<file path="src/sample_delay_bank.sv">
// keeps the last LAG_CROSS+1 samples of every input, tap 0 being the newest
// the history only moves on sample_strobe, so taps are stable between strobes
// input i tap t sits at taps[(i*TAPS+t)*SAMPLE_WIDTH +: SAMPLE_WIDTH]
`timescale 1ns/1ns

module sample_delay_bank #(
	parameter int NUM_INPUTS   = 4,
	parameter int LAG_CROSS    = 3,
	parameter int SAMPLE_WIDTH = 4
) (
	input  logic                                          pllclk,
	input  logic                                          reset,         // synchronous, active low
	input  logic [NUM_INPUTS*SAMPLE_WIDTH-1:0]            adc_data,      // input i at slice i
	input  logic                                          sample_strobe,
	output logic [NUM_INPUTS*(LAG_CROSS+1)*SAMPLE_WIDTH-1:0] taps,
	output logic                                          taps_valid
);

	localparam int TAPS = LAG_CROSS + 1; // one extra tap feeds the quadrature products

	// taps_valid marks the cycle in which the freshly shifted history is on the bus
	always_ff @(posedge pllclk) begin
		if (!reset) begin
			taps_valid <= 1'b0;
		end else begin
			taps_valid <= sample_strobe; // one pulse per strobe, even back to back
		end
	end

	// history shift, cleared on reset so that the first lags multiply by zero
	always_ff @(posedge pllclk) begin
		if (!reset) begin
			taps <= '0;
		end else if (sample_strobe) begin
			for (int i = 0; i < NUM_INPUTS; i++) begin
				taps[(i*TAPS)*SAMPLE_WIDTH +: SAMPLE_WIDTH] <=
					adc_data[i*SAMPLE_WIDTH +: SAMPLE_WIDTH]; // newest sample into tap 0
				for (int t = 1; t < TAPS; t++) begin
					taps[(i*TAPS+t)*SAMPLE_WIDTH +: SAMPLE_WIDTH] <=
						taps[(i*TAPS+t-1)*SAMPLE_WIDTH +: SAMPLE_WIDTH]; // older ones move up
				end
			end
		end
	end

endmodule
</file>
<file path="config.mk">
export PLATFORM = sky130hd
export DESIGN_NAME = sample_delay_bank
export DESIGN_NICKNAME = d
export VERILOG_FILES = /design/src/sample_delay_bank.sv
export SDC_FILE = /design/constraint.sdc
export NUM_CORES = 1
export LEC_CHECK = 0
export BUFFER_PORTS_ARGS = -buffer_cell sky130_fd_sc_hd__buf_2
export CORE_ASPECT_RATIO = 1.25
export CORE_MARGIN = 5
export CORE_UTILIZATION = 44
export DETAILED_ROUTE_END_ITERATION = 8
export GPL_TIMING_DRIVEN = 0
export PLACE_DENSITY = 0.74
export SLEW_MARGIN = 25
export SYNTH_ARGS = -nofsm -noshare
export SYNTH_HDL_FRONTEND = slang
export SYNTH_SLANG_ARGS = --single-unit
</file>
<file path="constraint.sdc">
create_clock -name pllclk -period 0.8 [get_ports pllclk]
set_input_delay 0 -clock pllclk [delete_from_list [all_inputs] [get_ports pllclk]]
set_output_delay 0 -clock pllclk [all_outputs]
set_load 0.03 [all_outputs]
</file>
Word-level counts from Yosys, hierarchy flattened
Cells that the tools add are included.
{"block": "totals", "output_inout_bits": 65, "word_cells": 2, "in_bits": 19, "register_bits": 65}

Logic depth before layout (Yosys ltp)
{"block": "logic_depth", "depth_word": 0, "ltp_mapped": 4, "ltp_nobuf": 2}

Worst setup path before layout
No wires, ideal clock.
{"block": "synth_path", "path_kind": "register -> register", "startpoint": "reg taps[6]", "endpoint": "reg taps[10]", "synth_period_minus_slack_ps": 778, "stages_incl_launch_ff": 3, "path_buffers": 0, "required_ps": 735, "path_slack_ps": 22, "setup_time_ps": 65, "arrival_time_ps": 712, "cell_sequence": "dfxtp_1 > mux2i_1 > nor2b_1"}
{"item": "from (decl)", "line_no": "15", "source": "output logic [NUM_INPUTS*(LAG_CROSS+1)*SAMPLE_WIDTH-1:0] taps,"}
{"item": "from (signal, indexed assignment)", "line_no": "36", "source": "taps[(i*TAPS)*SAMPLE_WIDTH +: SAMPLE_WIDTH] <="}
{"item": "from (signal, indexed assignment)", "line_no": "39", "source": "taps[(i*TAPS+t)*SAMPLE_WIDTH +: SAMPLE_WIDTH] <="}

Worst setup path after layout
{"block": "layout_path", "startpoint": "reg taps[32]", "endpoint": "out taps[32]"}
No word-level cell between the ends.

==> flow_summary.json <==
{
  "r2r-start": "taps[5]",
  "cp.required_ns": 0.80,
  "hold_violations": 0,
  "switching_share_pct": 24.3,
  "fin_crit_sh_pct": 106,
  "skew_ns": 0.00577,
  "gp_congestion": 0.681,
  "syn_area_per_cell_um2": 11.9,
  "synth_ff_type": "dfxtp_1",
  "hold_path_end": "taps[12]",
  "grt_pass1_wl_mm": 10.7,
  "cp_cell_sequence": "buf_6",
  "combPwrFrac_pct": 15.1,
  "numCtsBuffers": 9,
  "ys_types": 9,
  "yosysWarnings": 0,
  "wl_per_cell_um": 16.3,
  "holdCritStartpoint": "reset",
  "period_needed_ns": 0.847,
  "r2r_setup_slack_ns": -0.04,
  "power.density_nw_per_um2": 1740,
  "drc": 0,
  "placedInstanceArea_um2": 2960,
  "syn_to_final_growth_pct": 73.6,
  "grt_overflow": 0,
  "cts_tree": "built",
  "core_area_um2": 5440,
  "setup_viol": 67,
  "max_freq_mhz": 1180,
  "fin_nets": 385,
  "grt_pass1_vias": 2156,
  "yosysTopAreaCellShare_pct": 52.7,
  "grt_usage_pct": 19.2,
  "io_pins": 84,
  "die_h_um": 93.8,
  "p_int_mw": 5.65,
  "fin_ws_ns": -0.0469,
  "rsz0062_at_grt": "yes",
  "grt_max_degree": 11,
  "violations": "setup timing",
  "routed_wl_mm": 7.10,
  "yosys-top-cells-area": "dfxtp_1, mux2i_1, nor2b_1, buf_8, clkbuf_1",
  "final_area_um2": 4290,
  "cp-start-kind": "register",
  "crit_family": "flip-flops",
  "yosysTopAreaCell": "dfxtp_1",
  "relSlewSlack_pct": 76.8,
  "grt_antenna_before_repair": 0,
  "avgViaCountPerCell": 4.72,
  "drv_slew": 0,
  "syn_nets": 227,
  "root_buffer": "clkbuf_8",
  "clkPwrFrac_pct": 38.9,
  "path_class": "register to primary output",
  "clk-insertion-delay-late_ns": 0.34,
  "crit_path_top_delay_cell": "dfxtp_4",
  "setup_tns_ns": -1.09,
  "r2r_end": "taps[9]",
  "seq_power_share_pct": 46.0,
  "ys_ff_latch": 65,
  "vdd_drop_max_mv": 1.47,
  "vias": 2054,
  "die_area_um2": 7220,
  "leakagePower_nw": 1.97,
  "worst-path-buf-inv": 1,
  "synth-edff-count": 0,
  "p_sw_mw": 1.81,
  "arrival_ns": 0.85,
  "max_stage_delay_ns": 0.37,
  "start_util_pct": 45.4,
  "dpl.hpwl_mm": 3.56,
  "dr.first_iter.drc_count": 83,
  "portBuffers": 81,
  "path_clk_slew_ns": 0.07,
  "placementRows": 30,
  "path_max_fanout": 2,
  "worstHoldPathType": "primary input to register",
  "async_reset_ff_share_pct": 0,
  "dr.pass1.iters": 5,
  "h-tree-depth": 3,
  "synth_seq_area_share_pct": 52.7,
  "worstRegToRegCells": 3,
  "clock_path_buffers": 2,
  "outcome": "complete, but fails checks",
  "ant_nets": 0,
  "drive_above_1_share_pct": 59.6,
  "cts.sinks": 65,
  "min_path_cells": 2,
  "crit_path_end_kind": "primary output",
  "yosys-top-cells-count": "dfxtp_1, mux2i_1, nor2b_1, clkbuf_1, buf_8",
  "max-cap-violations": 0,
  "tightest_slew_ns": 0.348,
  "die_x_um": 77.0,
  "syn_inst": 208,
  "syn_area_um2": 2470,
  "worst-path-stages": 1,
  "yosysMostFrequentCell": "dfxtp_1",
  "n_antenna_cell": 0
}
logic make-up after synthesis:
group	count (synthesis)	share of synthesized area, %
flops	65	52.7
simple gates	65	16.5
buf+inv	14	4.91
mux	64	25.9
power groups by stage:
stage	combinational, mW	sequential, mW	clock (mW)
finish	1.13	3.43	2.91
global route	1.19	3.44	3.10
CTS	1.08	3.42	2.93
detailed placement	0.746	3.48	0
global placement	0.735	3.47	0
floorplan	0.354	3.66	0
timing repair:
item / CTS / global route
endpoints found under the hold margin: 17 / 0
hold buffers: 18 / 0
gates resized for setup: 196 / 25
setup buffers: 47 / 1
endpoints found under the setup margin: 65 / 86
layout by cell type (no fill, tap or decap):
cell           count
buf_6             86
nor2b_1           64
dfxtp_2           64
mux2i_1           59
buf_4             29
dlygate4sd3_1     18
buf_2             17
clkbuf_8          12
clkbuf_1           8
buf_8              5
mux2i_2            5
and2_1             1
bufinv_16          1
clkinv_2           1
dfxtp_4            1
stage by stage:
| step | total power [mW] | hold WS, ns | std cells | util, % | setup slack, ns |
|---|---|---|---|---|---|
| 6_report | 7.47 | 0.0499 | 435 | 78.8 | -0.0469 |
| 3_3_place_gp | 4.21 | 0.255 | 353 | 54.3 | 0.0432 |
| 4_1_cts | 7.43 | 0.0390 | 434 | 76.9 | -0.0451 |
| 5_1_grt | 7.73 | 0.0572 | 435 | 78.8 | -0.0638 |
| 3_5_place_dp | 4.22 | 0.263 | 353 | 54.3 | 0.0166 |
| 2_1_floorplan | 4.01 | 0.169 | 208 | - | 0.0222 |
per-layer routing:
metal | track usage (%) | routed length (um)
met2 | 35.1 | 3900
met4 | 7.45 | 165
met5 | 0 | 0
met1 | 20.8 | 2740
met3 | 5.18 | 289
area by class of cell:
cell class                      count  area, um2
Multi-Input combinational cell    129       1070
Clock inverter                      2       35.0
Tap cell                           64       80.1
Buffer                             14        121
Sequential cell                    65       1390
Timing Repair Buffer              147       1430
Fill cell                         327       1150
Clock buffer                       14        173
state kept, by name, summed over array words and instances (netlist names):
signal	flops
taps_valid	1
taps	64
worst max-delay path by stage:
| stage | slack [ns] | endpoint | from |
|---|---|---|---|
| 6_report | -0.05 | taps[32] | taps[32] |
| 5_1_grt | -0.06 | taps[32] | taps[32] |
| 4_1_cts | -0.05 | taps[32] | taps[32] |
| 3_5_place_dp | 0.02 | taps[39] | reset |
| 3_3_place_gp | 0.04 | taps[19] | reset |
| 2_1_floorplan | 0.02 | taps[10] | taps[6] |
Power figures use the tool's default switching activity.
