File: config.mk
export PLATFORM = sky130hd
export DESIGN_NAME = baseline_correlator
export DESIGN_NICKNAME = d
export VERILOG_FILES = /design/src/corr_pkg.sv /design/src/baseline_correlator.sv
export SDC_FILE = /design/constraint.sdc
export NUM_CORES = 2
export LEC_CHECK = 0
export ABC_AREA = 1
export BUFFER_PORTS_ARGS = -buffer_cell sky130_fd_sc_hd__buf_2
export CELL_PAD_IN_SITES_DETAIL_PLACEMENT = 0
export CELL_PAD_IN_SITES_GLOBAL_PLACEMENT = 2
export CORE_MARGIN = 2
export CORE_UTILIZATION = 37
export CTS_BUF_LIST = sky130_fd_sc_hd__clkbuf_4 sky130_fd_sc_hd__clkbuf_8 sky130_fd_sc_hd__clkbuf_16
export CTS_CLUSTER_DIAMETER = 120
export DETAILED_ROUTE_END_ITERATION = 7
export GPL_ROUTABILITY_DRIVEN = 0
export PLACE_DENSITY_LB_ADDON = 0.1
export SLEW_MARGIN = 30
export SYNTH_ARGS = -nofsm -noshare
export SYNTH_HDL_FRONTEND = slang
export SYNTH_SLANG_ARGS = --single-unit
File: constraint.sdc
create_clock -name pllclk -period 14.54 [get_ports pllclk]
set_input_delay 1.454 -clock pllclk [delete_from_list [all_inputs] [get_ports pllclk]]
set_output_delay 1.454 -clock pllclk [all_outputs]
set_load 0.05 [all_outputs]
File: src/corr_pkg.sv
// shared bus, control and register map definitions for the correlator
// the register space is 4 KiB, so NUM_BASELINES*CHANNELS must stay below 480
// all registers are 32 bits wide and accessed as whole words

package corr_pkg;

	localparam int AXIL_ADDR_WIDTH = 12; // byte address of the register space
	localparam int AXIL_DATA_WIDTH = 32; // bus word width

	// master driven half of the AXI4-Lite port
	typedef struct packed {
		logic [AXIL_ADDR_WIDTH-1:0]   awaddr;  // write address
		logic                         awvalid;
		logic [AXIL_DATA_WIDTH-1:0]   wdata;   // write data
		logic [AXIL_DATA_WIDTH/8-1:0] wstrb;   // byte lane enables
		logic                         wvalid;
		logic                         bready;
		logic [AXIL_ADDR_WIDTH-1:0]   araddr;  // read address
		logic                         arvalid;
		logic                         rready;
	} axil_req_t;

	// slave driven half of the AXI4-Lite port
	typedef struct packed {
		logic                       awready;
		logic                       wready;
		logic [1:0]                 bresp;   // always OKAY here
		logic                       bvalid;
		logic                       arready;
		logic [AXIL_DATA_WIDTH-1:0] rdata;   // read data
		logic [1:0]                 rresp;   // always OKAY here
		logic                       rvalid;
	} axil_rsp_t;

	// control word shared by every baseline correlator
	typedef struct packed {
		logic clear;  // one cycle pulse, zeros accumulators and flags
		logic enable; // accumulate while high
	} corr_ctrl_t;

	// register offsets in bytes
	localparam logic [AXIL_ADDR_WIDTH-1:0] REG_CTRL  = 12'h000; // bit 0 enable, bit 1 clear
	localparam logic [AXIL_ADDR_WIDTH-1:0] REG_COUNT = 12'h004; // accumulated sample count
	localparam logic [AXIL_ADDR_WIDTH-1:0] REG_OVF   = 12'h008; // one bit per baseline
	localparam logic [AXIL_ADDR_WIDTH-1:0] ACC_BASE  = 12'h100; // real at +8n, imag at +8n+4

	localparam logic [1:0] RESP_OKAY = 2'b00; // the only response this slave gives

endpackage

File: src/baseline_correlator.sv
// real and quadrature lag accumulators for the input pair (INPUT_A, INPUT_B)
// accumulators are signed RESOLUTION bits and saturate, RESOLUTION must exceed 2*SAMPLE_WIDTH
// a channel whose real or imaginary sum hits a limit freezes until clear or reset
`timescale 1ns/1ns

module baseline_correlator #(
	parameter int INPUT_A      = 0,
	parameter int INPUT_B      = 1,
	parameter int NUM_INPUTS   = 4,
	parameter int LAG_CROSS    = 3,
	parameter int SAMPLE_WIDTH = 4,
	parameter int RESOLUTION   = 24
) (
	input  logic                                             pllclk,
	input  logic                                             reset,      // synchronous, active low
	input  logic [NUM_INPUTS*(LAG_CROSS+1)*SAMPLE_WIDTH-1:0] taps,
	input  logic                                             taps_valid,
	input  corr_pkg::corr_ctrl_t                             ctrl,
	output logic [(2*LAG_CROSS-1)*RESOLUTION-1:0]            acc_real,
	output logic [(2*LAG_CROSS-1)*RESOLUTION-1:0]            acc_imag,
	output logic [2*LAG_CROSS-2:0]                           ovf
);

	localparam int CHANNELS = 2*LAG_CROSS - 1;
	localparam int TAPS     = LAG_CROSS + 1;
	localparam int PROD_W   = 2*SAMPLE_WIDTH; // full width of one signed product
	localparam logic [RESOLUTION-1:0] ACC_MAX = {1'b0, {(RESOLUTION-1){1'b1}}};
	localparam logic [RESOLUTION-1:0] ACC_MIN = {1'b1, {(RESOLUTION-1){1'b0}}};

	logic signed [SAMPLE_WIDTH-1:0] tap_a [TAPS]; // history of input a, index 0 newest
	logic signed [SAMPLE_WIDTH-1:0] tap_b [TAPS]; // history of input b

	// returns {hit a limit, new value}, the value clamped when the limit was passed
	function automatic logic [RESOLUTION:0] sat_add(input logic signed [RESOLUTION-1:0] acc,
			input logic signed [PROD_W-1:0] prod);
		logic signed [RESOLUTION:0] sum;
		sum = acc + prod; // one guard bit keeps the true sum
		if (sum[RESOLUTION] != sum[RESOLUTION-1]) begin
			return {1'b1, sum[RESOLUTION] ? ACC_MIN : ACC_MAX}; // sign of the true sum picks the limit
		end
		return {1'b0, sum[RESOLUTION-1:0]};
	endfunction

	for (genvar t = 0; t < TAPS; t++) begin : g_tap
		assign tap_a[t] = taps[(INPUT_A*TAPS+t)*SAMPLE_WIDTH +: SAMPLE_WIDTH];
		assign tap_b[t] = taps[(INPUT_B*TAPS+t)*SAMPLE_WIDTH +: SAMPLE_WIDTH];
	end

	for (genvar k = 0; k < CHANNELS; k++) begin : g_chan
		localparam int D  = k - (LAG_CROSS-1); // negative lags delay input a
		localparam int PA = (D < 0) ? -D : 0;
		localparam int PB = (D > 0) ? D : 0;

		logic signed [PROD_W-1:0]     prod_re;  // a times b at the channel lag
		logic signed [PROD_W-1:0]     prod_im;  // a times b one tap later
		logic [RESOLUTION:0]          next_re;
		logic [RESOLUTION:0]          next_im;
		logic signed [RESOLUTION-1:0] re_q;
		logic signed [RESOLUTION-1:0] im_q;
		logic                         ovf_q;

		assign prod_re = tap_a[PA] * tap_b[PB];
		assign prod_im = tap_a[PA] * tap_b[PB+1]; // PB+1 never passes the last tap
		assign next_re = sat_add(re_q, prod_re);
		assign next_im = sat_add(im_q, prod_im);

		always_ff @(posedge pllclk) begin
			if (!reset || ctrl.clear) begin
				re_q  <= '0;
				im_q  <= '0;
				ovf_q <= 1'b0;
			end else if (taps_valid && ctrl.enable && !ovf_q) begin
				re_q  <= next_re[RESOLUTION-1:0];
				im_q  <= next_im[RESOLUTION-1:0];
				ovf_q <= next_re[RESOLUTION] | next_im[RESOLUTION]; // either sum freezes the channel
			end
		end

		assign acc_real[k*RESOLUTION +: RESOLUTION] = re_q;
		assign acc_imag[k*RESOLUTION +: RESOLUTION] = im_q;
		assign ovf[k] = ovf_q;
	end

endmodule

### Word level (Yosys, flattened, before mapping)

Cells that the tools add are included.

| operators by class | value |
|---|---|
| add/sub/neg operators | 10 |
| multipliers | 8 |
| divide/modulo/power cells | 0 |
| magnitude comparators | 0 |
| equality and inequality tests | 10 |
| shift-type cells | 0 |
| multiplexer cells | 40 |
| bitwise gates (word level) | 5 |
| reduce and logical (&&, ||, !) cells | 13 |

Operator list:

| kind | count |
|---|---|
| $mux W25 | 20 |
| $add A24 B8 Y25 | 10 |
| $mux W24 | 10 |
| $mul A4 B4 Y8 | 8 |
| $mux W1 | 10 |
| $ne A1 B1 Y1 | 10 |
| $logic_and A1 B1 Y1 | 6 |
| $logic_not A1 Y1 | 6 |
| $or A1 B1 Y1 | 5 |
| $logic_or A1 B1 Y1 | 1 |

| word-level totals | value |
|---|---|
| flip-flop bits (word level) | 245 |
| latch bits | 0 |
| RAM bits | 0 |
| ROM bits | 0 |
| input bits | 69 |
| output and inout port bits | 245 |
| word-level logic and storage cells | 101 |
| memories | 0 |

### Depth between registers and ports, before layout

| logic depth | value |
|---|---|
| word-level depth | 6 |
| gate-level depth with buffers | 32 |
| depth with buffers taken out | 30 |

### Least setup slack after synthesis

No wires, ideal clock.

| timing path | value |
|---|---|
| path type | input port to flip-flop |
| start point | input port taps[2] |
| end point | register g_chan[3].im_q[6] |
| library setup time | 67 ps |
| arrival | 8712 ps |
| required time | 14473 ps |
| slack | 5761 ps |
| stages on the path | 30 |
| buffers on the path | 3 |
| cell sequence | clkbuf_1 > clkbuf_1 > nand2_1 > fa_1 > fa_1 > fa_1 > inv_1 > ha_1 > fa_1 > nand3_1 > nand2_1 > xor2_1 > xnor2_1 > ha_1 > nand2_1 > inv_1 > a21oi_1 > nand2_1 > nand2_1 > nand3_1 > a21oi_2 > xor2_1 > inv_1 > ha_1 > inv_1 > clkbuf_1 > o21ai_0 > a21oi_1 > nor2_1 > a21oi_2 |

| on the way | value |
|---|---|
| cells in the longest elaborated chain, start to end | 5 |
| elaborated cells on any way between the ends | 7 |
| classes of those cells | add/sub: 1; mul: 1; eq/ne: 1; mux: 4 |

Ends and longest elaborated chain:

| item | RTL line | text |
|---|---|---|
| start: declaration | baseline_correlator.sv:16 | `input logic [NUM_INPUTS*(LAG_CROSS+1)*SAMPLE_WIDTH-1:0] taps,` |
| $mul A4 B4 Y8 * | baseline_correlator.sv:63 | `assign prod_im = tap_a[PA] * tap_b[PB+1];` |
| $add A24 B8 Y25 * | baseline_correlator.sv:37 | `sum = acc + prod;` |
| $mux W24 or $ne A1 B1 Y1 (tied branches) | baseline_correlator.sv:39, baseline_correlator.sv:38 |  |
| $mux W25 or $mux W1 (tied branches) | baseline_correlator.sv:38 | `if (sum[RESOLUTION] != sum[RESOLUTION-1]) begin` |
| $mux W25 * | baseline_correlator.sv:41 | `return {1'b0, sum[RESOLUTION-1:0]};` |
| end signal: assignment | baseline_correlator.sv:74 | `im_q <= next_im[RESOLUTION-1:0];` |
| end: declaration | baseline_correlator.sv:59 | `logic signed [RESOLUTION-1:0] im_q;` |

Mark *: on every way between the ends. The rest lies on a longest branch, timed or not. The select of a mux whose other input is x is not followed.
A chain may end at the register's enable or synchronous reset.

### Final worst setup path

| timing path | value |
|---|---|
| start point | input port taps[0] |
| end point | register g_chan[3].im_q[6] |

The elaborated chain is that of the path after synthesis.

==> run_results.csv <==
group,metric,value,unit
logic_synthesis,synth_area_per_cell,6.46,µm²
logic_synthesis,ys_ff_latch,245,
grt,grt_use_total,22.9,%
timing,min_period_over_period,55.9,%
pwr,pwr-share-clk,15.2,%
logic_synthesis,yosysMostFrequentCell,"nand2_1",
cts,postCtsSetupBuffers,0,
timing,clock.fmax,0.123,GHz
die,io_pins,314,
worst_setup_path,crit_slowest_cell,"inv_1",
finish,area_delta_synth_final,10.3,%
logic_synthesis,ys_top_cells_by_count,"1675 x nand2_1, 1412 x inv_1, 458 x nor2_1, 444 x ha_1, 376 x nand3_1",
worst_hold_path,hold_path_class,"reg -> reg",
worst_setup_path,crit_type,"in -> reg",
finish,n_fill_cell,11700,
routing,final_antenna_net_count,0,
timing,slew_viol_final,0,
logic_synthesis,yosys.area_share.simple,31.2,%
die,core_area,0.105,mm²
logic_synthesis,synth_cell_types,42,
worst_setup_path,endpoint_kind,"register",
timing,hold_viol,0,
worst_setup_path,critPathBufInv,7,
pwr,netSwitchingFraction,58.4,%
outcome,status,"completed",
place,dp_slack,5.75,ns
die,dieHeight,329,µm
cts,clockRootBuffer,"clkbuf_16",
logic_synthesis,synth_xor_area_share,1.28,%
grt,grt_max_degree,87,
grt,antenna_found_initial,23,
worst_setup_path,cpPeakStageDelay,0.71,ns
die,rows,119,
pwr,p_comb_share,73.5,%
timing,relSlewSlack,36.2,%
logic_synthesis,synth_ff_type,"dfxtp_1",
logic_synthesis,synthTopCellsByArea,"nand2_1 16%, fa_1 16%, ha_1 14%, inv_1 14%, dfxtp_1 13%",
worst_setup_path,r2r_cells,23,
cts,clk_pin_slew,0.05,ns
routing,vias,35700,
logic_synthesis,yosys_warnings,0,
timing,period_minus_slack,8.13,ns
run,cap_violations,0,
logic_synthesis,synthMuxAreaShare,0,%
cts,numCtsBuffers,41,
pwr,p_leak,0.0257,µW
timing,worst_slew_pin_slew,0.958,ns
logic_synthesis,yosysTopAreaCellShare,16.1,%
worst_setup_path,crit_end,"g_chan[3].im_q[6]$_SDFFE_PP0P_",
routing,drtIter0Drc,1664,
timing,setup_tns,0,ns
pwr,vdd_drop_max,0.000135,V
timing,worst_slack,6.41,ns
finish,fin_util,41.0,%
worst_setup_path,crit_family,"adder cells",
cts,clock_sinks,245,
grt,gr-total-overflow,0,
logic_synthesis,yosysTopAreaCell,"nand2_1",
worst_setup_path,cp_max_fo,36,
logic_synthesis,synthesis.nets,6857,
worst_hold_path,min_path_cells,2,
timing,finalSetupViolations,0,
grt,grt_pass1_vias,34900,
die,die_w,329,µm
logic_synthesis,synthAdderAreaFrac,30.2,%
logic_synthesis,async_flop_share,0,%
logic_synthesis,ys_seq_area_share,12.6,%
worst_setup_path,crit_arrival,8.66,ns
logic_synthesis,synth_compound_area_share,9.15,%
worst_setup_path,r2r_start,"g_chan[2].re_q[3]$_SDFFE_PP0P_",
cts,ctsHtreeMaxLevel,2,
logic_synthesis,synth_top_family_by_area,"simple AND/OR/NAND/NOR gates",
cts,cts_tree,"done",
logic_synthesis,synth_area,0.0390,mm²
routing,wirelength,123000,µm
finish,drive_gt1_share,10.7,%
logic_synthesis,synth_edf_count,0,
routing,dr.pass1.iters,5,
place,hpwl,96900,µm
finish,nNetsFinal,7064,
logic_synthesis,netlist_instances,6034,
worst_setup_path,critPathLaunch,"taps[0]",
pwr,seqPwrFrac,11.3,%
routing,wire_per_inst,16.0,µm
pwr,p_switching,4100,µW
cts,cts_hold_buf,0,
cts,worstSkewPairLatency,0.62,ns
timing,finClkSkew,0.0222,ns
cts,cts_resized,0,
routing,via_per_inst,4.65,
cts,clock_path_buffers,3,
worst_setup_path,crit_cells,30,
timing,rsz0062_at_grt,"no",
place,port_buffers,277,
pwr,p_per_area,163,mW/mm²
grt,grt_pass1_wl,196000,µm
pwr,intPower,2910,µW
worst_setup_path,crit_required,15.08,ns
die,die_area,0.108,mm²
worst_setup_path,reg2reg_setup_slack,8.94,ns
worst_setup_path,cp-start-kind,"input pin",
die,initial_core_util,37.2,%
routing,drcViolationCount,0,
worst_setup_path,r2r-end,"g_chan[2].re_q[7]$_SDFFE_PP0P_",
## cells by family after synthesis
family,after synthesis
AO/OA/AOI/OAI,617
adder cells (fa/ha/maj),754
AND/OR/NAND/NOR,2814
flip-flops,245
buffers and inverters,1547
XOR/XNOR,57
## state kept, by name, summed over array words and instances, names as in the netlist
name,flops
g_chan.re_q,120
g_chan.ovf_q,5
g_chan.im_q,120
## through the flow
stage / cell area, µm² / hold slack, ns / power [µW] / std cells
6_report: 43000 / 0.485 / 7010 / 7675
5_1_grt: 43000 / 0.503 / 7800 / 7667
4_1_cts: 42900 / 0.488 / 7140 / 7665
3_5_place_dp: 41500 / 0.480 / 6010 / 7589
3_3_place_gp: 41500 / 0.472 / 6010 / 7589
2_1_floorplan: 39000 / 0.464 / 4830 / 6034
## cell type report
| class | count | area, µm² | area share [%] |
|---|---|---|---|
| Clock buffer | 61 | 1290 | 2.99 |
| Timing Repair Buffer | 297 | 1540 | 3.58 |
| Tap cell | 1391 | 1740 | 4.05 |
| Antenna cell | 10 | 25.0 | 0.0582 |
| Sequential cell | 245 | 4900 | 11.4 |
| Clock inverter | 15 | 134 | 0.312 |
| Inverter | 1414 | 5310 | 12.4 |
| Multi-Input combinational cell | 4242 | 28000 | 65.2 |
## worst min-delay path, delay by kind of cell, from the launching register on
kind | cells | cell delay (ns)
flops | 1 | 0.32
compound gates | 1 | 0.05
simple gates | 1 | 0.07
## power by group through the flow
| stage | logic (µW) | registers (µW) | clock network, µW |
|---|---|---|---|
| 2_1_floorplan | 3870 | 962 | 0 |
| 3_3_place_gp | 5200 | 807 | 0 |
| 3_5_place_dp | 5210 | 808 | 0 |
| 4_1_cts | 5240 | 793 | 1110 |
| 5_1_grt | 5870 | 799 | 1130 |
| 6_report | 5160 | 791 | 1070 |
## layer usage
metal	GRT usage (%)	vias up	share of wire, %
li1	-	18800	-
met1	31.5	16300	48
met2	38.1	411	46
met3	3.20	109	4.3
met4	4.95	20	2.0
met5	0	-	0.10
## worst min-delay path by stage
stage | slack, ns | from | to
after floorplan | 0.46 | g_chan[3].ovf_q$_SDFFE_PP0P_ | g_chan[3].ovf_q$_SDFFE_PP0P_
after global placement | 0.47 | g_chan[4].im_q[23]$_SDFFE_PP0P_ | g_chan[4].im_q[23]$_SDFFE_PP0P_
after detailed placement | 0.48 | g_chan[4].im_q[23]$_SDFFE_PP0P_ | g_chan[4].im_q[23]$_SDFFE_PP0P_
after CTS | 0.49 | g_chan[4].im_q[23]$_SDFFE_PP0P_ | g_chan[4].im_q[23]$_SDFFE_PP0P_
after global routing | 0.50 | g_chan[4].im_q[23]$_SDFFE_PP0P_ | g_chan[4].im_q[23]$_SDFFE_PP0P_
final | 0.49 | g_chan[4].re_q[23]$_SDFFE_PP0P_ | g_chan[4].re_q[23]$_SDFFE_PP0P_
## cells in the final DEF, fill, tap and decap left out, types with 44 or more instances in the layout
cell type and n:
nand3_1 376, fa_1 310, nand2_1 1675, ha_1 444
dfxtp_1 245, a21oi_1 251, o21ai_0 231, nand3_2 44
a21oi_2 113, inv_1 1405, nand3b_1 45, buf_2 277
nor2_1 454
Note: power is estimated with default switching activity, not from simulation.
