===== src/corr_pkg.sv =====
// shared bus, control and register map definitions for the correlator
// the register space is 4 KiB, so NUM_BASELINES*CHANNELS must stay below 480
// all registers are 32 bits wide and accessed as whole words

package corr_pkg;

	localparam int AXIL_ADDR_WIDTH = 12; // byte address of the register space
	localparam int AXIL_DATA_WIDTH = 32; // bus word width

	// master driven half of the AXI4-Lite port
	typedef struct packed {
		logic [AXIL_ADDR_WIDTH-1:0]   awaddr;  // write address
		logic                         awvalid;
		logic [AXIL_DATA_WIDTH-1:0]   wdata;   // write data
		logic [AXIL_DATA_WIDTH/8-1:0] wstrb;   // byte lane enables
		logic                         wvalid;
		logic                         bready;
		logic [AXIL_ADDR_WIDTH-1:0]   araddr;  // read address
		logic                         arvalid;
		logic                         rready;
	} axil_req_t;

	// slave driven half of the AXI4-Lite port
	typedef struct packed {
		logic                       awready;
		logic                       wready;
		logic [1:0]                 bresp;   // always OKAY here
		logic                       bvalid;
		logic                       arready;
		logic [AXIL_DATA_WIDTH-1:0] rdata;   // read data
		logic [1:0]                 rresp;   // always OKAY here
		logic                       rvalid;
	} axil_rsp_t;

	// control word shared by every baseline correlator
	typedef struct packed {
		logic clear;  // one cycle pulse, zeros accumulators and flags
		logic enable; // accumulate while high
	} corr_ctrl_t;

	// register offsets in bytes
	localparam logic [AXIL_ADDR_WIDTH-1:0] REG_CTRL  = 12'h000; // bit 0 enable, bit 1 clear
	localparam logic [AXIL_ADDR_WIDTH-1:0] REG_COUNT = 12'h004; // accumulated sample count
	localparam logic [AXIL_ADDR_WIDTH-1:0] REG_OVF   = 12'h008; // one bit per baseline
	localparam logic [AXIL_ADDR_WIDTH-1:0] ACC_BASE  = 12'h100; // real at +8n, imag at +8n+4

	localparam logic [1:0] RESP_OKAY = 2'b00; // the only response this slave gives

endpackage


===== src/corr_axil_regs.sv =====
// AXI4-Lite slave with one outstanding read and one outstanding write
// only REG_CTRL is writable, all other writes complete with OKAY and are dropped
// unmapped reads return zero, accumulators read sign extended to 32 bits
`timescale 1ns/1ns

module corr_axil_regs #(
	parameter int NUM_INPUTS = 4,
	parameter int LAG_CROSS  = 3,
	parameter int RESOLUTION = 24
) (
	input  logic                                          pllclk,
	input  logic                                          reset,        // synchronous, active low
	input  corr_pkg::axil_req_t                           s_axil_req,
	output corr_pkg::axil_rsp_t                           s_axil_rsp,
	input  logic                                          taps_valid,
	output corr_pkg::corr_ctrl_t                          ctrl,
	input  logic [NUM_INPUTS*(NUM_INPUTS-1)/2*(2*LAG_CROSS-1)*RESOLUTION-1:0] acc_real_all,
	input  logic [NUM_INPUTS*(NUM_INPUTS-1)/2*(2*LAG_CROSS-1)*RESOLUTION-1:0] acc_imag_all,
	input  logic [NUM_INPUTS*(NUM_INPUTS-1)/2*(2*LAG_CROSS-1)-1:0]            ovf_all
);

	localparam int CHANNELS      = 2*LAG_CROSS - 1;
	localparam int NUM_BASELINES = NUM_INPUTS*(NUM_INPUTS-1)/2;
	localparam int NUM_ACC       = NUM_BASELINES*CHANNELS;
	localparam int AW            = corr_pkg::AXIL_ADDR_WIDTH;
	localparam int DW            = corr_pkg::AXIL_DATA_WIDTH;

	logic            aw_hold;   // address accepted, data still missing
	logic            w_hold;    // data accepted, address still missing
	logic [AW-1:0]   awaddr_q;
	logic [DW-1:0]   wdata_q;
	logic [DW/8-1:0] wstrb_q;
	logic            bvalid_q;
	logic            rvalid_q;
	logic [DW-1:0]   rdata_q;
	logic [DW-1:0]   count_q;   // strobes accumulated since reset or clear

	logic            aw_hs;
	logic            w_hs;
	logic            ar_hs;
	logic            do_write;  // both halves of a write are in hand this cycle
	logic [AW-1:0]   wr_addr;
	logic [DW-1:0]   wr_data;
	logic [DW/8-1:0] wr_strb;
	logic [DW-1:0]   rd_word;
	logic [AW-1:0]   acc_off;
	logic [AW-4:0]   acc_idx;   // accumulator index, 8 bytes per entry
	logic signed [RESOLUTION-1:0] acc_sel;
	logic signed [DW-1:0]         acc_ext;
	logic [NUM_BASELINES-1:0]     ovf_sum;

	assign s_axil_rsp.awready = !aw_hold && !bvalid_q; // back pressure while a response waits
	assign s_axil_rsp.wready  = !w_hold && !bvalid_q;
	assign s_axil_rsp.bresp   = corr_pkg::RESP_OKAY;
	assign s_axil_rsp.bvalid  = bvalid_q;
	assign s_axil_rsp.arready = !rvalid_q;
	assign s_axil_rsp.rdata   = rdata_q;
	assign s_axil_rsp.rresp   = corr_pkg::RESP_OKAY;
	assign s_axil_rsp.rvalid  = rvalid_q;

	assign aw_hs    = s_axil_req.awvalid && s_axil_rsp.awready;
	assign w_hs     = s_axil_req.wvalid && s_axil_rsp.wready;
	assign ar_hs    = s_axil_req.arvalid && s_axil_rsp.arready;
	assign do_write = (aw_hold || aw_hs) && (w_hold || w_hs);
	assign wr_addr  = aw_hold ? awaddr_q : s_axil_req.awaddr;
	assign wr_data  = w_hold ? wdata_q : s_axil_req.wdata;
	assign wr_strb  = w_hold ? wstrb_q : s_axil_req.wstrb;

	// write channel, AW and W may arrive in either order
	always_ff @(posedge pllclk) begin
		if (!reset) begin
			aw_hold  <= 1'b0;
			w_hold   <= 1'b0;
			bvalid_q <= 1'b0;
		end else begin
			aw_hold  <= (aw_hold || aw_hs) && !do_write;
			w_hold   <= (w_hold || w_hs) && !do_write;
			bvalid_q <= do_write || (bvalid_q && !s_axil_req.bready); // held until bready
		end
		if (aw_hs) awaddr_q <= s_axil_req.awaddr;
		if (w_hs) begin
			wdata_q <= s_axil_req.wdata;
			wstrb_q <= s_axil_req.wstrb;
		end
	end

	// control register, clear is a single cycle pulse
	always_ff @(posedge pllclk) begin
		if (!reset) begin
			ctrl <= '0;
		end else begin
			ctrl.clear <= 1'b0;
			if (do_write && wr_addr == corr_pkg::REG_CTRL && wr_strb[0]) begin
				ctrl.enable <= wr_data[0];
				ctrl.clear  <= wr_data[1];
			end
		end
	end

	// counts exactly the strobes the correlators accumulate
	always_ff @(posedge pllclk) begin
		if (!reset || ctrl.clear) begin
			count_q <= '0;
		end else if (taps_valid && ctrl.enable) begin
			count_q <= count_q + 1'b1;
		end
	end

	// overflow summary, one bit per baseline
	always_comb begin
		for (int m = 0; m < NUM_BASELINES; m++) begin
			ovf_sum[m] = |ovf_all[m*CHANNELS +: CHANNELS];
		end
	end

	assign acc_off = s_axil_req.araddr - corr_pkg::ACC_BASE;
	assign acc_idx = acc_off[AW-1:3];
	assign acc_sel = acc_off[2] ? acc_imag_all[acc_idx*RESOLUTION +: RESOLUTION]
		: acc_real_all[acc_idx*RESOLUTION +: RESOLUTION]; // bit 2 picks the imaginary word
	assign acc_ext = acc_sel; // signed to signed assignment extends the sign

	// read decode, word aligned, low two address bits ignored
	always_comb begin
		rd_word = '0;
		if (s_axil_req.araddr >= corr_pkg::ACC_BASE) begin
			if (acc_idx < NUM_ACC) rd_word = acc_ext;
		end else begin
			case ({s_axil_req.araddr[AW-1:2], 2'b00})
				corr_pkg::REG_CTRL:  rd_word = DW'(ctrl);
				corr_pkg::REG_COUNT: rd_word = count_q;
				corr_pkg::REG_OVF:   rd_word = DW'(ovf_sum);
				default:             rd_word = '0;
			endcase
		end
	end

	// read channel, data registered when AR is accepted and held until rready
	always_ff @(posedge pllclk) begin
		if (!reset) begin
			rvalid_q <= 1'b0;
		end else begin
			rvalid_q <= ar_hs || (rvalid_q && !s_axil_req.rready);
		end
		if (ar_hs) rdata_q <= rd_word;
	end

endmodule


===== config.mk =====
export PLATFORM = sky130hd
export DESIGN_NAME = corr_axil_regs
export DESIGN_NICKNAME = d
export VERILOG_FILES = /design/src/corr_pkg.sv /design/src/corr_axil_regs.sv
export SDC_FILE = /design/constraint.sdc
export NUM_CORES = 1
export LEC_CHECK = 0
export ABC_AREA = 1
export BUFFER_PORTS_ARGS = -buffer_cell sky130_fd_sc_hd__buf_2
export CORE_AREA = 2 2 615 617
export DETAILED_ROUTE_END_ITERATION = 10
export DIE_AREA = 0 0 617 619
export GPL_TIMING_DRIVEN = 1
export MAX_ROUTING_LAYER = met4
export PLACE_DENSITY_LB_ADDON = 0.05
export SETUP_SLACK_MARGIN = 0.15
export SLEW_MARGIN = 10
export SYNTH_ARGS = -nofsm -noshare
export SYNTH_HDL_FRONTEND = slang
export SYNTH_SLANG_ARGS = --single-unit
export TNS_END_PERCENT = 1

===== constraint.sdc =====
create_clock -name pllclk -period 3.55 [get_ports pllclk]
set_input_delay 0.355 -clock pllclk [delete_from_list [all_inputs] [get_ports pllclk]]
set_output_delay 0.355 -clock pllclk [all_outputs]
set_load 0.1 [all_outputs]

**Word level (Yosys, flattened, before mapping)**

Cells that the tools add are included.

- Bits in registers: 85
- Bits of input ports: 1538
- Output and inout port bits: 43
- Word-level logic and storage cells: 62

- Add/sub/neg operators: 2
- $mul: 1
- Order comparisons: 2
- Eq/ne operators: 2
- Shift-type cells: 2
- Multiplexer cells: 7
- Reductions and logical operators: 35

Operators with widths:

| kind | count |
|---|---|
| $shiftx 720x15->24 | 2 |
| $pmux 32 s3 | 1 |
| $mux 32 | 2 |
| $add 32x1->32 const B | 1 |
| $reduce_or 5->1 | 6 |
| $mux 24 | 1 |
| $logic_and 1x1->1 | 13 |
| $ge 12x9->1 const B | 1 |
| $logic_not 12->1 | 1 |
| $mux 12 | 1 |
| $sub 12x9->12 const B | 1 |
| $mul 9x2->11 const B | 1 |
| $eq 10x1->1 const B | 1 |
| $eq 10x2->1 const B | 1 |
| $logic_not 10->1 | 1 |
| $lt 9x5->1 const B | 1 |
| $logic_not 1->1 | 8 |
| $logic_or 1x1->1 | 5 |
| $mux 2 | 1 |
| $reduce_and 2->1 | 1 |
| $mux 1 | 1 |

**Logic depth before layout (Yosys ltp)**

Gate-level depths: netlist (run 1).

- Depth after elaboration: 8
- Mapped depth: 16
- Mapped depth without buffers: 13

**Worst setup path before layout (run 1)**

No wires, ideal clock.

- Path kind: register -> register
- Start point: reg ctrl[0] (netlist name)
- End point: reg count_q[26]
- Library setup time: 0.116 ns
- Arrival time: 2.295 ns
- Data required time: 3.434 ns
- Slack: 1.139 ns
- Stages on the path, launching flop included: 9
- Path buffers: 0
- Clock period less this slack: 2.411 ns
- Cells stage by stage: dfxtp_1 -> nand2_1 -> nor2_1 -> nand3_1 -> nor2_1 -> nand3_1 -> nor3_1 -> nand2_1 -> and3_1

- Word-level cells in the longest chain between the ends: 1

Ends and longest elaborated chain:

| what | line | source |
|---|---|---|
| start: declaration | corr_axil_regs.sv:16 | `output corr_pkg::corr_ctrl_t ctrl,` |
| $logic_and 1x1->1 | corr_axil_regs.sv:104 | `end else if (taps_valid && ctrl.enable) begin` |
| end signal: assignment | corr_axil_regs.sv:105 | `count_q <= count_q + 1'b1;` |
| end: declaration | corr_axil_regs.sv:36 | `logic [DW-1:0] count_q;` |

No other way between the ends.
A chain may end at the register's enable or synchronous reset.

**Worst setup path after layout (run 1)**

- Start point: in s_axil_req[4] (netlist name)
- End point: reg rdata_q[0], data pin

- Word-level cells in the longest chain between the ends: 6
- Elaborated cells between the ends (all ways): 13
- Those cells by class: 1 x add/sub; 1 x mul; 2 x order compare; 2 x eq/ne; 2 x shift; 4 x mux; 1 x reduce/logical

Ends and longest elaborated chain:

| what | line | source |
|---|---|---|
| start: declaration | corr_axil_regs.sv:13 | `input corr_pkg::axil_req_t s_axil_req,` |
| $sub 12x9->12 | corr_axil_regs.sv:116 | `assign acc_off = s_axil_req.araddr - corr_pkg::ACC_BASE;` |
| $mul 9x2->11 | corr_axil_regs.sv:118, corr_axil_regs.sv:119 |  |
| $shiftx 720x15->24 (on tied branches) | corr_axil_regs.sv:119, corr_axil_regs.sv:118 |  |
| $mux 24 | corr_axil_regs.sv:118 | `assign acc_sel = acc_off[2] ? acc_imag_all[acc_idx*RESOLUTION +: RESOLUTION]` |
| $mux 32 | corr_axil_regs.sv:126 | `if (acc_idx < NUM_ACC) rd_word = acc_ext;` |
| $mux 32 (*) | corr_axil_regs.sv:125 | `if (s_axil_req.araddr >= corr_pkg::ACC_BASE) begin` |
| net rd_word[0] | corr_axil_regs.sv:45 | `logic [DW-1:0] rd_word;` |
| end signal: assignment | corr_axil_regs.sv:144 | `if (ar_hs) rdata_q <= rd_word;` |
| end: declaration | corr_axil_regs.sv:35 | `logic [DW-1:0] rdata_q;` |

The timed path passes the listed nets; every way through them passes the cells marked *.

==> impl_metrics.py, run 1 <==
metrics = {
    "detailed_routing": {
        "firstDrtPassIters": 5,
        "wl_met3_mm": 15.8,
        "routed_via_density": 3.19,
        "met2_length_mm": 183,
        "dr.first_iter.drc_count": 1957,
        "ant_nets": 0,
        "wl_met1_mm": 127,
        "vias": 33000,
        "remaining_drc_errors": 0,
        "highest-signal-layer": "met4",
        "avgRoutedWirePerCell_um": 31.9,
        "wl_mm": 331,
    },
    "power_and_ir_drop": {
        "power.share.clock_pct": 17.4,
        "switching_share_pct": 53.4,
        "internal_power_mw": 2.86,
        "leakagePower_nw": 16.4,
        "peakVddDrop_mv": 0.227,
        "p_total_mw": 6.13,
        "power.density_nw_per_um2": 184,
        "seq_power_share_pct": 18.1,
        "p_sw_mw": 3.28,
        "power_frac_comb_pct": 64.5,
    },
    "cells_and_area": {
        "area_growth_pct": 85.0,
        "drive_above_1_share_pct": 34.1,
        "nNetsFinal": 6797,
        "final_util_pct": 8.91,
        "finalInstanceArea_um2": 33400,
        "fill_cells": 45000,
    },
    "global_route": {
        "grt_max_degree": 113,
        "antenna_found_initial": 435,
        "grt_pass1_wl_mm": 405,
        "grt_pass1_vias": 34200,
        "track_usage_pct": 17.1,
        "grt-ovfl-total": 0,
    },
    "clock_tree": {
        "clkTransAtPathRegs_ns": 0.09,
        "cts_root_buf": "clkbuf_16",
        "cts-resized-gates": 0,
        "cts_buffer_depth": 2,
        "cts_made_buffers": 9,
        "clk-insertion-delay-late_ns": 0.41,
        "cts.sinks": 85,
        "post_cts_buffers": 0,
        "cts_hold_buf": 0,
        "cts_tree": "done",
        "h-tree-depth": 3,
    },
    "floorplanning": {
        "start_util_pct": 4.82,
        "ioPinCount": 1581,
        "rows": 225,
        "dieArea_um2": 382000,
        "dieHeight_um": 619,
        "core_region_area_um2": 375000,
        "die-width_um": 617,
    },
    "timing": {
        "finalClockSkew_ns": 0.0201,
        "worst_pin_slew_ns": 1.03,
        "finalMaxSlewViolations": 0,
        "relSlewSlack_pct": 30.7,
        "period_share_pct": 83.1,
        "period_needed_ns": 2.95,
        "setup_viol": 0,
        "tns_ns": 0,
        "rsz0062_at_grt": "no",
        "max_freq_mhz": 339,
        "hold_viol_final": 0,
    },
    "critical_path": {
        "required_ns": 3.71,
        "worstSetupEndpoint": "rdata_q[0]",
        "startpoint": "s_axil_req[4]",
        "r2r_slack_ns": 1.07,
        "rr_endpoint": "count_q[28]",
        "start_kind": "input port",
        "arrival_ns": 3.11,
        "r2r-start": "count_q[0]",
        "criticalPathCategory": "in -> reg",
        "cp-end-kind": "register",
        "worstPathMaxFanout": 43,
        "r2r_cells": 10,
    },
    "placement": {
        "port_buffers": 1543,
        "gp_congestion": 0.867,
        "placed_area_um2": 32800,
        "hpwl_mm": 294,
    },
    "yosys": {
        "syn-cell-area_um2": 18100,
        "yosys.area.top_type_share_pct": 35.5,
        "synth_warnings": 0,
        "synth_top_area_cell": "nand2_1",
        "yosysUniqueCellTypes": 41,
        "postSynthAreaPerCell_um2": 4.77,
        "ys_ff_latch": 85,
        "yosysSeqAreaShare_pct": 12.0,
        "netlist_instances": 3786,
        "synthTopCellsByArea": "nand2_1, nand3_1, nor2_1, edfxtp_1, o21ai_1",
    },
    "flow_run": {
        "max-cap-violations": 0,
    },
    "status": {
        "status": "finished, final reports clean",
    },
    "worst_hold_path": {
        "hold_class": "in -> reg",
    },
}
==> placed cells by master (no fill, tap or decap), drive strengths merged, types with 10 or more instances in the layout <==
master / n
buf: 1744
nand2: 1708
nand3: 668
nor2: 407
o21ai: 332
inv: 132
diode: 121
nand4: 58
edfxtp: 47
dfxtp: 38
nor3: 30
a21oi: 23
clkbuf: 10
==> sequential cells by signal, summed over array words and instances, names as in the netlist <==
name / cells
wdata_q: 2
wstrb_q: 1
ctrl: 2
bvalid_q: 1
w_hold: 1
rvalid_q: 1
awaddr_q: 12
rdata_q: 32
count_q: 32
aw_hold: 1
==> synth_stat cells, drive strengths merged <==
master,instances
nand2,1708
nand3,668
nor2,407
o21ai,332
buf,158
clkbuf,132
inv,129
nand4,58
edfxtp,47
dfxtp,38
nor3,30
a21oi,23
or2,7
xor2,7
nor3b,6
o41ai,6
ha,5
nor4,5
and3,4
nand3b,4
clkinv,3
xnor2,3
o21a,2
a31oi,1
conb,1
mux2i,1
o21bai,1
==> cell families (layout without fill, tap and decap cells) <==
kind of cell	count (synthesis)	after routing	synth area share, %
AO/OA/AOI/OAI	365	365	10.4
XOR/XNOR	10	10	0.485
adder cells (fa/ha/maj)	5	5	0.347
buffers and inverters	422	1892	10.1
flip-flops	85	85	12.0
multiplexers	1	1	0.0554
other	1	125	0.0208
AND/OR/NAND/NOR	2897	2897	66.6
==> power by group through the flow <==
| stage | combinational (mW) | sequential [mW] | clock (mW) |
|---|---|---|---|
| after floorplan | 1.32 | 1.28 | 0 |
| after global placement | 4.16 | 1.14 | 0 |
| after detailed placement | 4.13 | 1.13 | 0 |
| after CTS | 4.15 | 1.11 | 1.12 |
| after global routing | 4.33 | 1.12 | 1.14 |
| final | 3.96 | 1.11 | 1.06 |
==> worst min path at each step <==
stage,startpoint,endpoint,slack [ns],depth (start not counted)
2_1_floorplan,count_q[5],count_q[5],0.45,2
3_3_place_gp,count_q[13],count_q[13],0.50,2
3_5_place_dp,count_q[31],count_q[31],0.51,2
4_1_cts,s_axil_req[63],awaddr_q[10],0.12,1
5_1_grt,s_axil_req[63],awaddr_q[10],0.13,1
6_report,s_axil_req[63],awaddr_q[10],0.15,1
==> layer usage <==
| layer | GRT usage, % | up-vias |
|---|---|---|
| met5 | - | - |
| met3 | 2.63 | 640 |
| met1 | 18.6 | 15500 |
| met4 | 1.22 | 0 |
| met2 | 33.6 | 1577 |
| li1 | - | 15400 |
==> critical path, stage by stage <==
cell     delay [ns]
buf_8          0.16
buf_12         0.24
buf_4          0.31
nand3_1        0.24
nand2_1        0.09
o21ai_1        0.22
nand2_1        0.25
nor2_1         0.36
nor2_1         0.08
buf_4          0.16
nor2_1         0.10
buf_4          0.16
nand2_1        0.06
nand2_1        0.13
nand2_1        0.09
==> layout make-up <==
| cell class | count | area (µm²) | share of cell area, % |
|---|---|---|---|
| Tap cell | 4994 | 6250 | 18.7 |
| Clock inverter | 6 | 48.8 | 0.146 |
| Timing Repair Buffer | 1744 | 9750 | 29.2 |
| Antenna cell | 121 | 303 | 0.906 |
| Inverter | 132 | 528 | 1.58 |
| Sequential cell | 85 | 2170 | 6.50 |
| Clock buffer | 10 | 229 | 0.685 |
| Multi-Input combinational cell | 3282 | 14100 | 42.3 |
==> through the flow <==
| step | hold WS, ns | std cells | setup slack, ns |
|---|---|---|---|
| 2_1_floorplan | 0.452 | 3789 | 1.14 |
| 3_3_place_gp | 0.504 | 10200 | -0.133 |
| 3_5_place_dp | 0.508 | 10200 | -0.0551 |
| 4_1_cts | 0.122 | 10300 | 0.365 |
| 5_1_grt | 0.135 | 10400 | 0.287 |
| 6_report | 0.148 | 10400 | 0.601 |
Note: power is estimated with default switching activity, not from simulation.
==> run 2: changes to the inputs <==
--- a/config.mk
+++ b/config.mk
@@ -7,9 +7,9 @@
 export LEC_CHECK = 0
 export ABC_AREA = 1
 export BUFFER_PORTS_ARGS = -buffer_cell sky130_fd_sc_hd__buf_2
-export CORE_AREA = 2 2 615 617
+export CORE_AREA = 2 2 619 621
 export DETAILED_ROUTE_END_ITERATION = 10
-export DIE_AREA = 0 0 617 619
+export DIE_AREA = 0 0 621 623
 export GPL_TIMING_DRIVEN = 1
 export MAX_ROUTING_LAYER = met4
 export PLACE_DENSITY_LB_ADDON = 0.05
==> constraint.sdc (replaced) <==
create_clock -name pllclk -period 3 [get_ports pllclk]
set_input_delay 0.3 -clock pllclk [delete_from_list [all_inputs] [get_ports pllclk]]
set_output_delay 0.3 -clock pllclk [all_outputs]
set_load 0.1 [all_outputs]
==> run 2 against run 1 <==
Via count is 1.4% higher. Setup slack got worse by 0.37 ns. Worst hold slack got worse by 0.051 ns. Register-to-register slack lost 0.30 ns. Flip-flop and latch count unchanged. Largest cell class unchanged. Critical path type unchanged. Sequential power rose by 20%. Routed wire length grew 0.22%. Largest power group unchanged. Sequential share of layout area decreased by 0.29 points. Critical endpoint is now rdata_q[17]. Cell area is 4.7% higher. Critical path depth is 1 higher. Global-route usage decreased by 0.16 points.
==> impl_metrics.py, run 2 (synthesized netlist as in run 1, its figures left out) <==
metrics = {
    "flow_run": {
        "max-cap-violations": 0,
    },
    "power_and_ir_drop": {
        "leakagePower_nw": 17.1,
        "peakVddDrop_mv": 0.232,
        "power.density_nw_per_um2": 218,
    },
    "global_route": {
        "track_usage_pct": 17.0,
        "grt_pass1_vias": 34600,
        "grt-ovfl-total": 0,
        "antenna_found_initial": 447,
        "grt_max_degree": 64,
        "gr-usage-met2_pct": 32.6,
        "grt_pass1_wl_mm": 409,
        "grt_use_met1_pct": 18.8,
        "gr-usage-met3_pct": 2.67,
        "busiest_layer": "met2",
    },
    "floorplanning": {
        "core_region_area_um2": 381000,
        "dieHeight_um": 623,
        "rows": 227,
        "dieArea_um2": 387000,
        "die-width_um": 621,
        "start_util_pct": 4.74,
        "ioPinCount": 1581,
    },
    "detailed_routing": {
        "avgRoutedWirePerCell_um": 31.3,
        "firstDrtPassIters": 5,
        "remaining_drc_errors": 0,
        "ant_nets": 0,
        "dr.first_iter.drc_count": 1938,
        "wl_mm": 332,
        "routed_via_density": 3.17,
        "vias": 33500,
    },
    "worst_hold_path": {
        "hold_depth": 1,
        "hold_class": "in -> reg",
        "min-delay-start": "s_axil_req[64]",
        "whs_endpoint": "awaddr_q[11]",
    },
    "critical_path": {
        "cp_top_family": "simple AND/OR/NAND/NOR gates",
        "r2r-start": "count_q[0]",
        "cpMostUsedCell": "nand2_1",
        "arrival_ns": 3.05,
        "crit_buf_inv": 5,
        "rr_endpoint": "count_q[28]",
        "worstPathCellList": "buf_8, inv_8, nand2_8, inv_6, buf_12, buf_12, nand2_1, nand2_1, o21ai_0, nand2_1, nor2_1, nor2_1, nand2_1, nand2_1, nand2_1, nand2_1",
        "r2r_slack_ns": 0.77,
        "worstPathMaxFanout": 33,
        "criticalPathCategory": "in -> reg",
        "cpPeakStageDelay_ns": 0.50,
        "start_kind": "input port",
        "r2r_cells": 8,
        "cp-end-kind": "register",
        "slowest_stage": "nor2_1",
        "required_ns": 3.28,
    },
    "timing": {
        "max_freq_mhz": 361,
        "period_share_pct": 92.4,
        "hold_viol_final": 0,
        "relSlewSlack_pct": 5.09,
        "rsz0062_at_grt": "yes",
        "worst_pin_slew_ns": 1.41,
        "setup_viol": 0,
        "finalClockSkew_ns": 0.0237,
        "period_needed_ns": 2.77,
        "finalMaxSlewViolations": 0,
    },
    "cells_and_area": {
        "final_util_pct": 9.19,
        "drive_above_1_share_pct": 35.6,
        "final_cells": 10600,
        "final_common_cell": "nand2_1",
        "reg_top3": "count_q (32), rdata_q (32), awaddr_q (12)",
        "nNetsFinal": 6921,
        "area_growth_pct": 93.6,
        "layout_common_cells": "nand2_1, buf_2, nand3_1",
    },
    "clock_tree": {
        "clkTransAtPathRegs_ns": 0.09,
        "h-tree-depth": 3,
        "cts_made_buffers": 9,
        "cts_root_buf": "clkbuf_16",
        "cts_buffer_depth": 2,
        "cts_tree": "done",
        "post_cts_buffers": 0,
        "cts.sinks": 85,
        "clk-insertion-delay-late_ns": 0.40,
    },
    "placement": {
        "port_buffers": 1543,
        "placed_cells": 10400,
        "gp_congestion": 0.873,
        "hpwl_mm": 299,
    },
    "status": {
        "status": "finished, final reports clean",
    },
}
==> run 2: changes by cell type in the layout (fill, tap and decap cells not counted), moves of 2 or more <==
cell | before | now
nor2_2 | 1 | 5
buf_4 | 162 | 250
buf_12 | 40 | 76
nor2_1 | 402 | 398
diode_2 | 121 | 160
clkinv_4 | 3 | 1
inv_2 | 6 | 4
inv_6 | 3 | 6
==> run 2: area by class of cell <==
cell class / instances / area [µm²]
fillers: 45800 / 346000
multi-input cells: 3282 / 14100
repair buffers: 1868 / 11100
well taps: 5038 / 6300
flip-flops and latches: 85 / 2170
inverters: 132 / 528
diodes: 160 / 400
clock buffers: 12 / 258
clock inverters: 4 / 35.0
==> run 2: metal layers <==
layer	vias to the layer above	wire, µm
li1	15700	-
met1	15800	132000
met2	1503	179000
met3	605	14500
met4	0	6200
met5	-	0
==> run 2: worst max-delay path by stage <==
stage / slack, ns / from / cells past startpoint / to
2_1_floorplan: 0.59 / ctrl[0] / 8 / count_q[26]
3_3_place_gp: -0.70 / s_axil_req[4] / 15 / rdata_q[4]
3_5_place_dp: -0.62 / s_axil_req[4] / 15 / rdata_q[4]
4_1_cts: 0.11 / s_axil_req[5] / 17 / rdata_q[14]
5_1_grt: 0.1 / s_axil_req[5] / 17 / rdata_q[2]
6_report: 0.23 / s_axil_req[5] / 16 / rdata_q[17]
==> run 2: worst register-to-register path, delay by kind of cell (launching register included) <==
family                   cells  cell delay [ns]
AND/OR/NAND/NOR              6             1.42
flip-flops                   1             0.34
AO/OA/AOI/OAI                1             0.17
adder cells (fa/ha/maj)      1             0.23
==> run 2: stage by stage <==
stage | TNS [ns] | area, µm² | setup WS [ns] | power, mW | hold WS (ns)
6_report | 0 | 35000 | 0.228 | 7.61 | 0.0966
5_1_grt | 0 | 34900 | 0.0973 | 8.16 | 0.0798
4_1_cts | 0 | 34600 | 0.114 | 7.92 | 0.0668
3_5_place_dp | -6.40 | 34200 | -0.621 | 6.55 | 0.497
3_3_place_gp | -6.75 | 34200 | -0.703 | 6.59 | 0.499
2_1_floorplan | 0 | 18100 | 0.589 | 3.08 | 0.399
==> run 2: what timing repair did <==
action                                  CTS  global route
pin swaps                                 0             0
resized for setup                         3             3
hold endpoints to repair                  0             0
hold buffers                              0             0
endpoints found under the setup margin    6             9
==> run 2: report_power, final <==
group	internal [mW]	leakage (nW)	total, mW	switching [mW]
logic	1.75	16.2	4.99	3.24
registers	1.28	0.758	1.33	0.0411
clock network	0.627	0.144	1.29	0.665
==> run 3: changes to the inputs <==
--- a/config.mk
+++ b/config.mk
@@ -7,9 +7,11 @@
 export LEC_CHECK = 0
 export ABC_AREA = 1
 export BUFFER_PORTS_ARGS = -buffer_cell sky130_fd_sc_hd__buf_2
-export CORE_AREA = 2 2 619 621
+export CELL_PAD_IN_SITES_DETAIL_PLACEMENT = 0
+export CELL_PAD_IN_SITES_GLOBAL_PLACEMENT = 1
+export CORE_AREA = 2 2 608 610
 export DETAILED_ROUTE_END_ITERATION = 10
-export DIE_AREA = 0 0 621 623
+export DIE_AREA = 0 0 610 612
 export GPL_TIMING_DRIVEN = 1
 export MAX_ROUTING_LAYER = met4
 export PLACE_DENSITY_LB_ADDON = 0.05
==> constraint.sdc (replaced) <==
create_clock -name pllclk -period 3 [get_ports pllclk]
set_input_delay 0.9 -clock pllclk [delete_from_list [all_inputs] [get_ports pllclk]]
set_output_delay 0.9 -clock pllclk [all_outputs]
set_load 0.1 [all_outputs]
==> run 3 against run 2 <==
Final cell count up 0.24%. Power up 7.7%. Non-clock buffer count up 266. Fmax down 6.0%. Combinational power up 13%. Clock-buffer cell count unchanged. Sequential power about the same. Sequential share of layout area down 0.58 points. Worst hold slack better by 0.42 ns. Setup slack worse by 0.18 ns. Register-to-register slack worse by 0.21 ns. Critical endpoint is now rdata_q[14]. Largest cell class unchanged. Highest routed layer unchanged.
==> impl_metrics.py, run 3 (synthesized netlist as in run 1, its figures left out) <==
metrics = {
    "critical_path": {
        "start_kind": "input port",
        "r2r_slack_ns": 0.56,
        "criticalPathCategory": "in -> reg",
        "arrival_ns": 3.12,
        "cpMostUsedCell": "nand2_2",
        "startpoint": "s_axil_req[4]",
        "slowest_stage": "bufbuf_16",
        "required_ns": 3.17,
        "cp.depth": 17,
        "worstPathMaxFanout": 8,
        "worstPathCellList": "buf_16, buf_16, buf_16, buf_12, bufbuf_16, nand3_2, nand2_2, o21ai_2, nand2_2, nor2_4, buf_6, nor2_1, nor2_1, buf_4, nand2_2, nand2_2, nand2_2",
        "worstSetupEndpoint": "rdata_q[14]",
        "crit_buf_inv": 7,
        "cp-end-kind": "register",
        "r2r-start": "count_q[1]",
        "cp_top_family": "buffers and inverters",
        "r2r_cells": 9,
        "cpPeakStageDelay_ns": 0.26,
        "rr_endpoint": "count_q[18]",
    },
    "cells_and_area": {
        "nNetsFinal": 7189,
        "finalInstanceArea_um2": 38600,
        "final_common_cell": "nand2_1",
        "drive_above_1_share_pct": 42.5,
        "reg_top3": "count_q (32), rdata_q (32), awaddr_q (12)",
        "layout_common_cells": "nand2_1, buf_2, nand3_1",
        "multiInputGateArea_um2": 15100,
        "final_util_pct": 10.5,
        "fill_cells": 43900,
        "seqCellArea_um2": 2170,
        "area_growth_pct": 114,
    },
    "power_and_ir_drop": {
        "power_frac_comb_pct": 68.7,
        "power.share.clock_pct": 15.2,
        "peakVddDrop_mv": 0.277,
        "internal_power_mw": 4.12,
        "p_sw_mw": 4.08,
        "leakagePower_nw": 19.0,
        "seq_power_share_pct": 16.0,
        "power.density_nw_per_um2": 213,
        "switching_share_pct": 49.8,
    },
    "global_route": {
        "grt-ovfl-total": 0,
        "track_usage_pct": 17.2,
        "antenna_found_initial": 482,
        "grt_pass1_vias": 35600,
        "grt_pass1_wl_mm": 401,
        "grt_max_degree": 42,
    },
    "timing": {
        "tns_ns": 0,
        "period_needed_ns": 2.95,
        "finalClockSkew_ns": 0.0221,
        "hold_viol_final": 0,
        "max_freq_mhz": 339,
        "period_share_pct": 98.3,
        "worst_pin_slew_ns": 0.860,
        "fin_ws_ns": 0.0500,
        "finalMaxSlewViolations": 0,
        "rsz0062_at_grt": "yes",
        "setup_viol": 0,
        "relSlewSlack_pct": 41.9,
    },
    "flow_run": {
        "max-cap-violations": 0,
    },
    "detailed_routing": {
        "wl_met1_mm": 127,
        "routed_via_density": 3.23,
        "highest-signal-layer": "met4",
        "vias": 34200,
        "ant_nets": 0,
        "wl_mm": 325,
        "remaining_drc_errors": 0,
        "dr.first_iter.drc_count": 1802,
        "firstDrtPassIters": 5,
        "met2_length_mm": 178,
        "avgRoutedWirePerCell_um": 30.7,
        "wl_met3_mm": 12.8,
    },
    "floorplanning": {
        "dieArea_um2": 373000,
        "die-width_um": 610,
        "start_util_pct": 4.92,
        "ioPinCount": 1581,
        "core_region_area_um2": 367000,
        "rows": 223,
        "dieHeight_um": 612,
    },
    "placement": {
        "post-place-ws_ns": -1.06,
        "gp_congestion": 0.834,
        "hpwl_mm": 290,
        "port_buffers": 1543,
        "placed_area_um2": 36200,
    },
    "clock_tree": {
        "cts_buffer_depth": 2,
        "clkTransAtPathRegs_ns": 0.09,
        "cts_tree": "done",
        "clk-insertion-delay-late_ns": 0.41,
        "cts_root_buf": "clkbuf_16",
        "h-tree-depth": 3,
        "cts_hold_buf": 0,
        "cts_made_buffers": 9,
        "cts.sinks": 85,
    },
    "status": {
        "status": "finished, final reports clean",
    },
    "worst_hold_path": {
        "hold_class": "reg -> reg",
    },
}
run 3: final cells by class:
| class | instances | area share, % |
|---|---|---|
| sequential | 85 | 5.63 |
| antenna | 118 | 0.766 |
| inverter | 132 | 1.41 |
| multi-input combinational | 3283 | 39.1 |
| timing repair inverter | 1 | 0.0227 |
| timing repair buffer | 2134 | 36.6 |
| tap | 4837 | 15.7 |
| clock inverter | 4 | 0.0714 |
| clock buffer | 12 | 0.665 |
run 3: metrics by stage:
step                      power, mW  cells  hold slack [ns]
after floorplan                3.08   3789            0.452
after global placement         6.87  10400            0.505
after global routing           8.83  10600            0.534
final                          8.19  10600            0.515
after CTS                      8.46  10500            0.516
after detailed placement       6.83  10400            0.506
run 3: how the worst min path moves through the flow:
stage | endpoint | slack, ns | startpoint | cells past startpoint
detailed placement | count_q[31] | 0.51 | count_q[31] | 2
floorplan | count_q[5] | 0.45 | count_q[5] | 2
global route | count_q[31] | 0.53 | count_q[31] | 2
CTS | count_q[31] | 0.52 | count_q[31] | 2
finish | count_q[31] | 0.51 | count_q[31] | 2
global placement | count_q[31] | 0.50 | count_q[31] | 2
run 3: repair_timing:
action | CTS | global route
endpoints found under the setup margin | 32 | 32
pin swaps | 60 | 67
gates resized for setup | 266 | 99
buffers inserted | 21 | 1
gates cloned | 10 | 4
run 3: worst min-delay path: stages (launching register included):
cell	delay (ns)
dfxtp_1	0.34
nand2_1	0.07
a21oi_1	0.06
run 3: layer usage:
layer  vias up  GRT usage [%]
met3       731           2.39
met5         -              -
met4         0           1.38
met2      1576           33.9
met1     15700           18.7
li1      16200              -
run 3: power groups by stage:
stage / registers (mW) / logic [mW] / clock network, mW
6_report: 1.31 / 5.63 / 1.25
5_1_grt: 1.32 / 6.15 / 1.36
4_1_cts: 1.32 / 5.82 / 1.33
3_5_place_dp: 1.34 / 5.49 / 0
3_3_place_gp: 1.34 / 5.53 / 0
2_1_floorplan: 1.52 / 1.56 / 0
